**src/hdl/harness_config.svh**
```systemverilog
// ############################
// Board harness configuration.
// Pin vector widths and pin index map.
// ############################

`ifndef HARNESS_CONFIG_SVH
`define HARNESS_CONFIG_SVH

// Pin vector widths.
`define HARNESS_OUT_W       5
`define HARNESS_IN_W        4
`define HARNESS_INOUT_W     20

// Modelled I2C buses and CHERI error bits.
`define HARNESS_NUM_I2C     3
`define HARNESS_CHERI_ERR_W 9

// Output pins, system to board.
`define OUT_PIN_SER0_TX     0
`define OUT_PIN_RS485_TX    1
`define OUT_PIN_MB4         2
`define OUT_PIN_MB7         3
`define OUT_PIN_MB10        4

// Input pins, board to system.
`define IN_PIN_SER0_RX      0
`define IN_PIN_RS485_RX     1
`define IN_PIN_MB3          2
`define IN_PIN_MB8          3

// Bidirectional pins.
`define INOUT_PIN_SCL0       0
`define INOUT_PIN_SDA0       1
`define INOUT_PIN_SCL1       2
`define INOUT_PIN_SDA1       3
`define INOUT_PIN_RPH_G0     4
`define INOUT_PIN_RPH_G1     5
`define INOUT_PIN_RPH_G2_SDA 6
`define INOUT_PIN_RPH_G3_SCL 7
`define INOUT_PIN_PMOD1_1    8
`define INOUT_PIN_PMOD1_2    9
`define INOUT_PIN_PMOD1_3    10
`define INOUT_PIN_PMOD1_4    11
`define INOUT_PIN_PMOD0_1    12
`define INOUT_PIN_PMOD0_8    13
`define INOUT_PIN_PMOD0_10   14
`define INOUT_PIN_PMODC_1    15
`define INOUT_PIN_AH_TMPIO0  16
`define INOUT_PIN_AH_TMPIO1  17
`define INOUT_PIN_AH_TMPIO8  18
`define INOUT_PIN_AH_TMPIO9  19

`endif

```
**src/hdl/harness_pkg.sv**
```systemverilog
// ############################
// Board harness types.
// Pin vectors and bus bundles shared by the harness blocks.
// ############################

`include "harness_config.svh"

package harness_pkg;

  // Flat pin vectors as seen from the system.
  typedef logic [`HARNESS_OUT_W-1:0] out_pins_t;
  typedef logic [`HARNESS_IN_W-1:0] in_pins_t;
  typedef logic [`HARNESS_INOUT_W-1:0] inout_pins_t;

  // One bit per CHERI exception class.
  typedef logic [`HARNESS_CHERI_ERR_W-1:0] cheri_err_t;

  // Everything the system drives towards the board.
  typedef struct packed {
    // Plain outputs.
    out_pins_t   out_to;
    // Bidirectional pin values and their output enables.
    inout_pins_t inout_to;
    inout_pins_t inout_en;
    // RS485 transceiver direction control.
    logic        rs485_tx_en;
    logic        rs485_rx_en;
    // Raw CHERI error lines, modulated for LEDs on the board.
    cheri_err_t  cheri_err;
  } sys_pins_t;

  // Everything the board returns to the system.
  typedef struct packed {
    in_pins_t    in_from;
    inout_pins_t inout_from;
  } pins_from_t;

  // One I2C bus, clock and data.
  typedef struct packed {
    logic scl;
    logic sda;
  } i2c_line_t;

  // Controller side of the SPI flash port.
  typedef struct packed {
    logic sck;
    // Chip select, active low.
    logic cs;
    logic copi;
  } spi_bus_t;

endpackage

```
**src/hdl/board_harness.sv**
```systemverilog
// ############################
// Board harness top level.
// Joins the system pin vectors to the I2C, SPI,
// UART and RS485 models and tracks CHERI errors.
// ############################

`timescale 1ns/1ps

`include "harness_config.svh"

module board_harness import harness_pkg::*; (
  input  logic                               clk_i,
  input  logic                               rst_ni,

  // System pins.
  input  sys_pins_t                          sys_pins_i,
  output pins_from_t                         sys_pins_o,

  // I2C device models.
  input  i2c_line_t [`HARNESS_NUM_I2C-1:0] i2c_dev_i,
  output i2c_line_t [`HARNESS_NUM_I2C-1:0] i2c_bus_o,

  // SPI flash model.
  output spi_bus_t                           spi_o,
  input  logic                               spi_cipo_i,

  // UART model.
  input  logic                               uart_rx_i,
  output logic                               uart_tx_o,

  // RS485 model.
  input  logic                               rs485_line_i,
  output logic                               rs485_line_o,

  // CHERI error status.
  output cheri_err_t                         cheri_errored_o,
  output cheri_err_t                         cheri_new_err_o
);

  // Returned pins from each block.
  inout_pins_t i2c_inout_from;
  pins_from_t  i2c_pins;
  pins_from_t  xbar_pins;

  // I2C buses only touch bidirectional pins.
  i2c_bus_resolver u_i2c_bus_resolver (
    .inout_to_i   (sys_pins_i.inout_to),
    .inout_en_i   (sys_pins_i.inout_en),
    .dev_drive_i  (i2c_dev_i),
    .bus_o        (i2c_bus_o),
    .inout_from_o (i2c_inout_from)
  );

  pin_crossbar u_pin_crossbar (
    .clk_i         (clk_i),
    .rst_ni        (rst_ni),
    .out_i         (sys_pins_i.out_to),
    .inout_to_i    (sys_pins_i.inout_to),
    .inout_en_i    (sys_pins_i.inout_en),
    .rs485_tx_en_i (sys_pins_i.rs485_tx_en),
    .rs485_rx_en_i (sys_pins_i.rs485_rx_en),
    .spi_o         (spi_o),
    .spi_cipo_i    (spi_cipo_i),
    .uart_rx_i     (uart_rx_i),
    .uart_tx_o     (uart_tx_o),
    .rs485_line_i  (rs485_line_i),
    .rs485_line_o  (rs485_line_o),
    .pins_o        (xbar_pins)
  );

  cheri_err_tracker u_cheri_err_tracker (
    .clk_i     (clk_i),
    .rst_ni    (rst_ni),
    .err_i     (sys_pins_i.cheri_err),
    .errored_o (cheri_errored_o),
    .new_err_o (cheri_new_err_o)
  );

  // The resolver owns no input pins.
  assign i2c_pins.in_from    = '0;
  assign i2c_pins.inout_from = i2c_inout_from;

  // Blocks own disjoint bits and leave the rest at zero, so OR merges them.
  assign sys_pins_o = i2c_pins | xbar_pins;

endmodule

```
**src/hdl/cheri_err_tracker.sv**
```systemverilog
// ############################
// CHERI error tracker.
// Latches each error class once and pulses on
// its first occurrence.
// ############################

`timescale 1ns/1ps

module cheri_err_tracker import harness_pkg::*; (
  input  logic       clk_i,
  input  logic       rst_ni,

  // Raw error lines, these toggle since they drive board LEDs.
  input  cheri_err_t err_i,

  // Every class seen since reset.
  output cheri_err_t errored_o,
  // One cycle pulse per class on its first occurrence.
  output cheri_err_t new_err_o
);

  cheri_err_t errored_q;
  cheri_err_t new_err_q;
  cheri_err_t first_seen;

  // Classes active now that have not been latched yet.
  assign first_seen = err_i & ~errored_q;

  always_ff @(posedge clk_i or negedge rst_ni) begin
    if (!rst_ni) begin
      errored_q <= '0;
      new_err_q <= '0;
    end else begin
      // Sticky until reset.
      errored_q <= errored_q | err_i;
      // Clears itself on the next edge once the class is latched.
      new_err_q <= first_seen;
    end
  end

  assign errored_o = errored_q;
  assign new_err_o = new_err_q;

endmodule

```
**src/hdl/i2c_bus_resolver.sv**
```systemverilog
// ############################
// I2C bus resolver.
// Open-drain wired AND between the system I2C
// controllers and the external device models.
// ############################

`timescale 1ns/1ps

`include "harness_config.svh"

module i2c_bus_resolver import harness_pkg::*; (
  input  inout_pins_t                        inout_to_i,
  input  inout_pins_t                        inout_en_i,
  input  i2c_line_t [`HARNESS_NUM_I2C-1:0] dev_drive_i,
  output i2c_line_t [`HARNESS_NUM_I2C-1:0] bus_o,
  output inout_pins_t                        inout_from_o
);

  // Pin positions per bus.
  // Bus 0 is the HAT ID EEPROM, bus 1 the HAT secondary bus, bus 2 is QWIIC1.
  localparam int unsigned scl_idx [`HARNESS_NUM_I2C] = '{
    `INOUT_PIN_RPH_G1,
    `INOUT_PIN_RPH_G3_SCL,
    `INOUT_PIN_SCL1
  };
  localparam int unsigned sda_idx [`HARNESS_NUM_I2C] = '{
    `INOUT_PIN_RPH_G0,
    `INOUT_PIN_RPH_G2_SDA,
    `INOUT_PIN_SDA1
  };

  // Controller side after release, one entry per bus.
  i2c_line_t [`HARNESS_NUM_I2C-1:0] ctrl_line;
  // Resolved bus state.
  i2c_line_t [`HARNESS_NUM_I2C-1:0] bus_line;

  for (genvar b = 0; b < `HARNESS_NUM_I2C; b++) begin : g_bus
    // A controller that is not driving lets the pull-up win.
    assign ctrl_line[b].scl = inout_en_i[scl_idx[b]] ? inout_to_i[scl_idx[b]] : 1'b1;
    assign ctrl_line[b].sda = inout_en_i[sda_idx[b]] ? inout_to_i[sda_idx[b]] : 1'b1;

    // Either side can pull low.
    assign bus_line[b].scl = ctrl_line[b].scl & dev_drive_i[b].scl;
    assign bus_line[b].sda = ctrl_line[b].sda & dev_drive_i[b].sda;
  end

  // The device models see the real bus, including their own drive.
  assign bus_o = bus_line;

  // The controller reads back the same bus so that it sees no contention.
  always_comb begin
    inout_from_o = '0;
    for (int unsigned b = 0; b < `HARNESS_NUM_I2C; b++) begin
      inout_from_o[scl_idx[b]] = bus_line[b].scl;
      inout_from_o[sda_idx[b]] = bus_line[b].sda;
    end
    // SCL0 and SDA0 have no model, only the board pull-ups.
    inout_from_o[`INOUT_PIN_SCL0] = 1'b1;
    inout_from_o[`INOUT_PIN_SDA0] = 1'b1;
  end

endmodule

```
**src/hdl/pin_crossbar.sv**
```systemverilog
// ############################
// Pin crossbar.
// Routes SPI flash, UART and RS485, and retimes
// the pin loopback pairs through one register.
// ############################

`timescale 1ns/1ps

`include "harness_config.svh"

module pin_crossbar import harness_pkg::*; (
  input  logic        clk_i,
  input  logic        rst_ni,

  // System side.
  input  out_pins_t   out_i,
  input  inout_pins_t inout_to_i,
  input  inout_pins_t inout_en_i,
  input  logic        rs485_tx_en_i,
  input  logic        rs485_rx_en_i,

  // SPI flash on PMOD1.
  output spi_bus_t    spi_o,
  input  logic        spi_cipo_i,

  // System UART.
  input  logic        uart_rx_i,
  output logic        uart_tx_o,

  // RS485 line.
  input  logic        rs485_line_i,
  output logic        rs485_line_o,

  // Pins returned to the system, only the bits owned here are set.
  output pins_from_t  pins_o
);

  // Number of retimed loopback pairs.
  localparam int unsigned num_loop = 7;

  logic [num_loop-1:0] loop_d;
  logic [num_loop-1:0] loop_q;
  logic                rs485_rx;

  // SPI flash lines, released high when the controller does not drive them.
  assign spi_o.cs   = inout_en_i[`INOUT_PIN_PMOD1_1] ? inout_to_i[`INOUT_PIN_PMOD1_1] : 1'b1;
  assign spi_o.copi = inout_en_i[`INOUT_PIN_PMOD1_2] ? inout_to_i[`INOUT_PIN_PMOD1_2] : 1'b1;
  assign spi_o.sck  = inout_en_i[`INOUT_PIN_PMOD1_4] ? inout_to_i[`INOUT_PIN_PMOD1_4] : 1'b1;

  // UART transmit goes straight out.
  assign uart_tx_o = out_i[`OUT_PIN_SER0_TX];

  // The transceiver only drives the line while transmit is enabled.
  // An idle line sits at the mark level.
  assign rs485_line_o = rs485_tx_en_i ? out_i[`OUT_PIN_RS485_TX] : 1'b1;

  // With the receiver off the system sees an idle line.
  assign rs485_rx = rs485_rx_en_i ? rs485_line_i : 1'b1;

  // Loopback sources, most significant first.
  // Order must match the unpacking below.
  assign loop_d = {
    inout_to_i[`INOUT_PIN_AH_TMPIO8],
    inout_to_i[`INOUT_PIN_AH_TMPIO1],
    // mikroBUS PWM back into PMOD0.
    out_i[`OUT_PIN_MB10],
    // mikroBUS UART TX to RX.
    out_i[`OUT_PIN_MB7],
    // mikroBUS SPI COPI to CIPO.
    out_i[`OUT_PIN_MB4],
    inout_to_i[`INOUT_PIN_PMOD0_8],
    // PMODC pin 1 loops onto itself.
    inout_to_i[`INOUT_PIN_PMODC_1]
  };

  // One register stage breaks the net-level loop from outputs back to inputs.
  always_ff @(posedge clk_i or negedge rst_ni) begin
    if (!rst_ni) begin
      loop_q <= '0;
    end else begin
      loop_q <= loop_d;
    end
  end

  // Assemble the returned pins.
  // Bits not listed here belong to other blocks and stay zero.
  always_comb begin
    pins_o = '0;

    // UART and RS485 receive.
    pins_o.in_from[`IN_PIN_SER0_RX]  = uart_rx_i;
    pins_o.in_from[`IN_PIN_RS485_RX] = rs485_rx;

    // SPI flash data back to the controller.
    pins_o.inout_from[`INOUT_PIN_PMOD1_3] = spi_cipo_i;

    // Retimed loopback destinations.
    pins_o.inout_from[`INOUT_PIN_AH_TMPIO9] = loop_q[6];
    pins_o.inout_from[`INOUT_PIN_AH_TMPIO0] = loop_q[5];
    pins_o.inout_from[`INOUT_PIN_PMOD0_1]   = loop_q[4];
    pins_o.in_from[`IN_PIN_MB8]             = loop_q[3];
    pins_o.in_from[`IN_PIN_MB3]             = loop_q[2];
    pins_o.inout_from[`INOUT_PIN_PMOD0_10]  = loop_q[1];
    pins_o.inout_from[`INOUT_PIN_PMODC_1]   = loop_q[0];
  end

endmodule
```
**config.mk**
```make
export PLATFORM = sky130hd
export DESIGN_NAME = board_harness
export DESIGN_NICKNAME = d
export VERILOG_FILES = /design/src/hdl/harness_pkg.sv /design/src/hdl/board_harness.sv /design/src/hdl/cheri_err_tracker.sv /design/src/hdl/i2c_bus_resolver.sv /design/src/hdl/pin_crossbar.sv
export VERILOG_INCLUDE_DIRS = /design/src /design/src/hdl
export SDC_FILE = /design/constraint.sdc
export NUM_CORES = 1
export LEC_CHECK = 0
export ABC_CLOCK_PERIOD_IN_PS = 800
export BUFFER_PORTS_ARGS = -buffer_cell sky130_fd_sc_hd__buf_2
export CAP_MARGIN = 5
export CORE_ASPECT_RATIO = 0.8
export CORE_MARGIN = 4
export CORE_UTILIZATION = 32
export DETAILED_ROUTE_END_ITERATION = 12
export HOLD_SLACK_MARGIN = 0.02
export PLACE_DENSITY = 0.79
export SYNTH_ARGS = -nofsm -noshare
export SYNTH_HDL_FRONTEND = slang
export SYNTH_SLANG_ARGS = --single-unit
```
**constraint.sdc**
```tcl
create_clock -name clk_i -period 0.8 [get_ports clk_i]
set_input_delay 0.16 -clock clk_i [delete_from_list [all_inputs] [get_ports clk_i]]
set_output_delay 0.16 -clock clk_i [all_outputs]
set_load 0.01 [all_outputs]
```
# Yosys cells after proc, flatten, opt, wreduce, memory -nomap -nowiden

Index checks and enable logic that the tools add are counted.

Muxes and demuxes: 11
Bitwise operators: 10

Operators with widths:

| kind                                  | count |
|---|---|
| 8-bit by 24-bit OR with 24-bit output | 1 |
| 1-bit 2-to-1 mux                      | 11 |
| 9-bit AND                             | 1 |
| 9-bit NOT                             | 1 |
| 9-bit OR                              | 1 |
| 1-bit AND                             | 6 |

Input port bits: 67
Output and inout bits: 53
Register bits after elaboration: 25
Logic and storage cells: 24

# Depth between registers and ports, before layout

Depth in word-level cells: 3
Depth in mapped cells: 3
Mapped depth without buffers: 2

# Modules after synthesis

Synthesis repeated with hierarchy kept, for this count alone.

Cell total of the unflattened synthesis: 121
Area, all modules: 1258.7 um2

Modules (own cells, without submodules):

| module            | area an instance (um2) | cells each | sequential area each (um2) | instances |
|---|---|---|---|---|
| cheri_err_tracker | 563.0                  | 36         | 450.4                      | 1 |
| pin_crossbar      | 345.3                  | 31         | 175.2                      | 1 |
| i2c_bus_resolver  | 225.2                  | 34         | 0.0                        | 1 |
| board_harness     | 125.1                  | 20         | 0.0                        | 1 |

# Worst setup path after synthesis

Ideal clock, no wire load.

Path kind: input -> output
Start: input port sys_pins_i[33] in the netlist's numbering
End: output port sys_pins_o[2] in the netlist's numbering
Stages on the path: 3
Buffers on the path: 1
Arrival: 614 ps
Required time: 640 ps
Slack: 26 ps
Cells stage by stage: inv_1 -> a21boi_1 -> buf_4

RTL lines:

| element            | RTL line            | text |
|---|---|---|
| start: declaration | board_harness.sv:16 | `input sys_pins_t sys_pins_i,` |
| end: declaration   | board_harness.sv:17 | `output pins_from_t sys_pins_o,` |

# Worst setup path in the final report

Start: register u_cheri_err_tracker.errored_q[1], in the netlist u_cheri_err_tracker.errored_o[1]
End: output port cheri_errored_o[1]

RTL lines:

| element                  | RTL line                | text |
|---|---|---|
| start: declaration       | cheri_err_tracker.sv:22 | `cheri_err_t errored_q;` |
| start signal: assignment | cheri_err_tracker.sv:35 | `errored_q <= errored_q \| err_i;` |
| end: declaration         | board_harness.sv:36     | `output cheri_err_t cheri_errored_o,` |

No word-level cell between the ends.

==> flow_summary.json <==
{
  "outcome": "finished, violations left",
  "violations": "negative setup slack",
  "synthArstFlopShare": 1.00,
  "syn_avg_cell_area_um2": 12.2,
  "placed_cell_area_um2": 1370,
  "numPortBuffers": 87,
  "cts_root_buffer": "clkbuf_8",
  "ff_latch_area_um2": 626,
  "grt_max_degree": 26,
  "drive_gt1_frac": 0.580,
  "syn-instance-count": 80,
  "setup_viol": 31,
  "yosysMostFrequentCell": "dfrtp_1",
  "p_leak_nw": 0.835,
  "fin_crit_sh": 1.21,
  "cp-start-kind": "flop",
  "dr_wl_met3_um": 240,
  "highest_layer": "met3",
  "clock_skew_ps": 0.326,
  "finalCriticalPeriod_ps": 964,
  "critPathArrivalTime_ps": 800,
  "dr_wl_met2_mm": 1.32,
  "worst_slack_ps": -164,
  "hold_viol": 0,
  "yosysTopAreaCell": "dfrtp_1",
  "core_um2": 2850,
  "die_x_um": 69.9,
  "synth_common_cells": "dfrtp_1, buf_4, nor2b_1, or2_1",
  "cpLargestDelayFamily": "flip-flops",
  "ir_drop_mv": 1.30,
  "htreeDepth": 1,
  "place_congestion": 0.677,
  "start_util": 0.344,
  "synth_seq_cells": 25,
  "first_pass_iters": 2,
  "drtIter0Drc": 26,
  "clkSinkCount": 25,
  "cts_tree": "built",
  "fin_area_um2": 1580,
  "n_fill_cell": 272,
  "clkLatencyLatePin_ps": 260,
  "ios": 120,
  "grt_pass1_wl_mm": 3.55,
  "slowest_delay_ps": 400,
  "multiInputGateArea_um2": 230,
  "antenna_cells": 0,
  "rsz0062_at_grt": "yes",
  "routed_via_density": 3.99,
  "numCtsBuffers": 3,
  "dp_hpwl_mm": 1.90,
  "wl_met1_um": 752,
  "path_class": "flop to output pin",
  "dieArea_um2": 4020,
  "powerDensity_nw_per_um2": 1470,
  "path_buf_inv": 1,
  "cp_slowest_cell": "dfrtp_1",
  "synthToLayoutAreaGrowth_pct": 61.7,
  "crit_fanout": 3,
  "die_h_um": 57.5,
  "yosysSeqAreaShare": 0.639,
  "yosys.area.top_type_share": 0.639,
  "synth_edf_count": 0,
  "hp-class": "input pin to flop",
  "vias": 846,
  "synth.area.top_cells": "dfrtp_1, buf_4, nor2b_1",
  "path_clk_slew_ps": 80,
  "grt_pass1_vias": 811,
  "track_usage": 0.110,
  "fp-row-count": 17,
  "finalPower_w": 0.00232,
  "antenna_found_initial": 0,
  "nNetsFinal": 242,
  "syn_area_um2": 980,
  "fmax_mhz": 1040,
  "wl_per_cell_um": 10.9,
  "clock_path_buffers": 2,
  "crit_chain": "buf_2",
  "final_max_slew_viol_count": 0,
  "yosysWarnings": 0,
  "end_kind": "output pin",
  "postRouteAntennaNets": 0,
  "ys_types": 8,
  "drc_errors": 0,
  "critPathRequiredTime_ps": 640,
  "grt_overflow_total": 0,
  "maxCapViolations": 0,
  "drt_wl_total_mm": 2.31,
  "synthFlopType": "dfrtp_1"
}
==> flip-flops by register name (all words and copies together) (netlist names) <==
register	cells
u_pin_crossbar.loop_q	7
u_cheri_err_tracker.new_err_o	9
u_cheri_err_tracker.errored_o	9
==> kinds of logic after synthesis <==
logic type,share of synthesized area
other,0.00767
buffers and inverters,0.161
and+or+nand+nor,0.147
AOI/OAI and AO/OA,0.0460
DFF,0.639
==> timing repair <==
action                     CTS  global route
resized for setup            0             8
pin swaps                    0             0
hold buffers                 8             0
setup buffers                2             4
setup endpoints to repair   25            32
hold endpoints to repair    32             0
==> final cells by class <==
type	instances	share of cell area
well taps	38	0.0300
inverters	6	0.0142
repair buffers	102	0.386
clock buffers	3	0.0261
flip-flops and latches	25	0.395
clock inverters	1	0.00316
multi-input cells	37	0.145
==> final timing paths <==
| kind | from | slack [ps] | depth (start not counted) | end |
|---|---|---|---|---|
| worst max-delay path | u_cheri_err_tracker.errored_o[1] | -160 | 1 | cheri_errored_o[1] |
| worst min-delay path | sys_pins_i[2] | 100 | 2 | u_cheri_err_tracker.errored_o[2] |
| worst max register to register | u_cheri_err_tracker.errored_o[0] | -40 | 2 | u_cheri_err_tracker.errored_o[0] |
| worst min register to register | u_cheri_err_tracker.errored_o[2] | 440 | 1 | u_cheri_err_tracker.new_err_o[2] |
| max in group asynchronous | rst_ni | 290 | 3 | u_cheri_err_tracker.errored_o[7] |
| min in group asynchronous | rst_ni | 370 | 3 | u_cheri_err_tracker.new_err_o[4] |
==> report_power, final <==
part           total (W)  internal, W  switching, W
Clock           0.000699     0.000347      0.000352
Sequential       0.00128      0.00128    0.00000336
Combinational   0.000340     0.000185      0.000155
Total            0.00232      0.00181      0.000511
==> cell usage in the layout (no fill, tap or decap) <==
cell	count
nor2b_1	9
dfrtp_1	25
nand2b_1	5
buf_12	1
clkbuf_8	3
buf_6	5
dlygate4sd3_1	8
buf_4	6
inv_1	6
a21boi_1	3
conb_1	8
clkinv_2	1
a21boi_2	3
buf_2	82
or2_1	9
==> stage by stage <==
stage	TNS, ps	util	hold slack (ps)	worst slack [ps]	std cells
final	-3250	0.556	97.0	-164	212
after global routing	-4480	0.556	89.5	-212	212
after CTS	-3540	0.530	91.5	-178	208
after detailed placement	0	0.481	110	35.6	194
after global placement	0	0.481	109	33.5	194
after floorplan	0	-	-136	26.2	86
==> routing by layer <==
layer,up-vias,global-route usage
met1,403,0.113
met3,0,0.0493
li1,399,-
met5,-,0
met4,0,0.00820
met2,44,0.215
(Power assumes the default switching activity.)
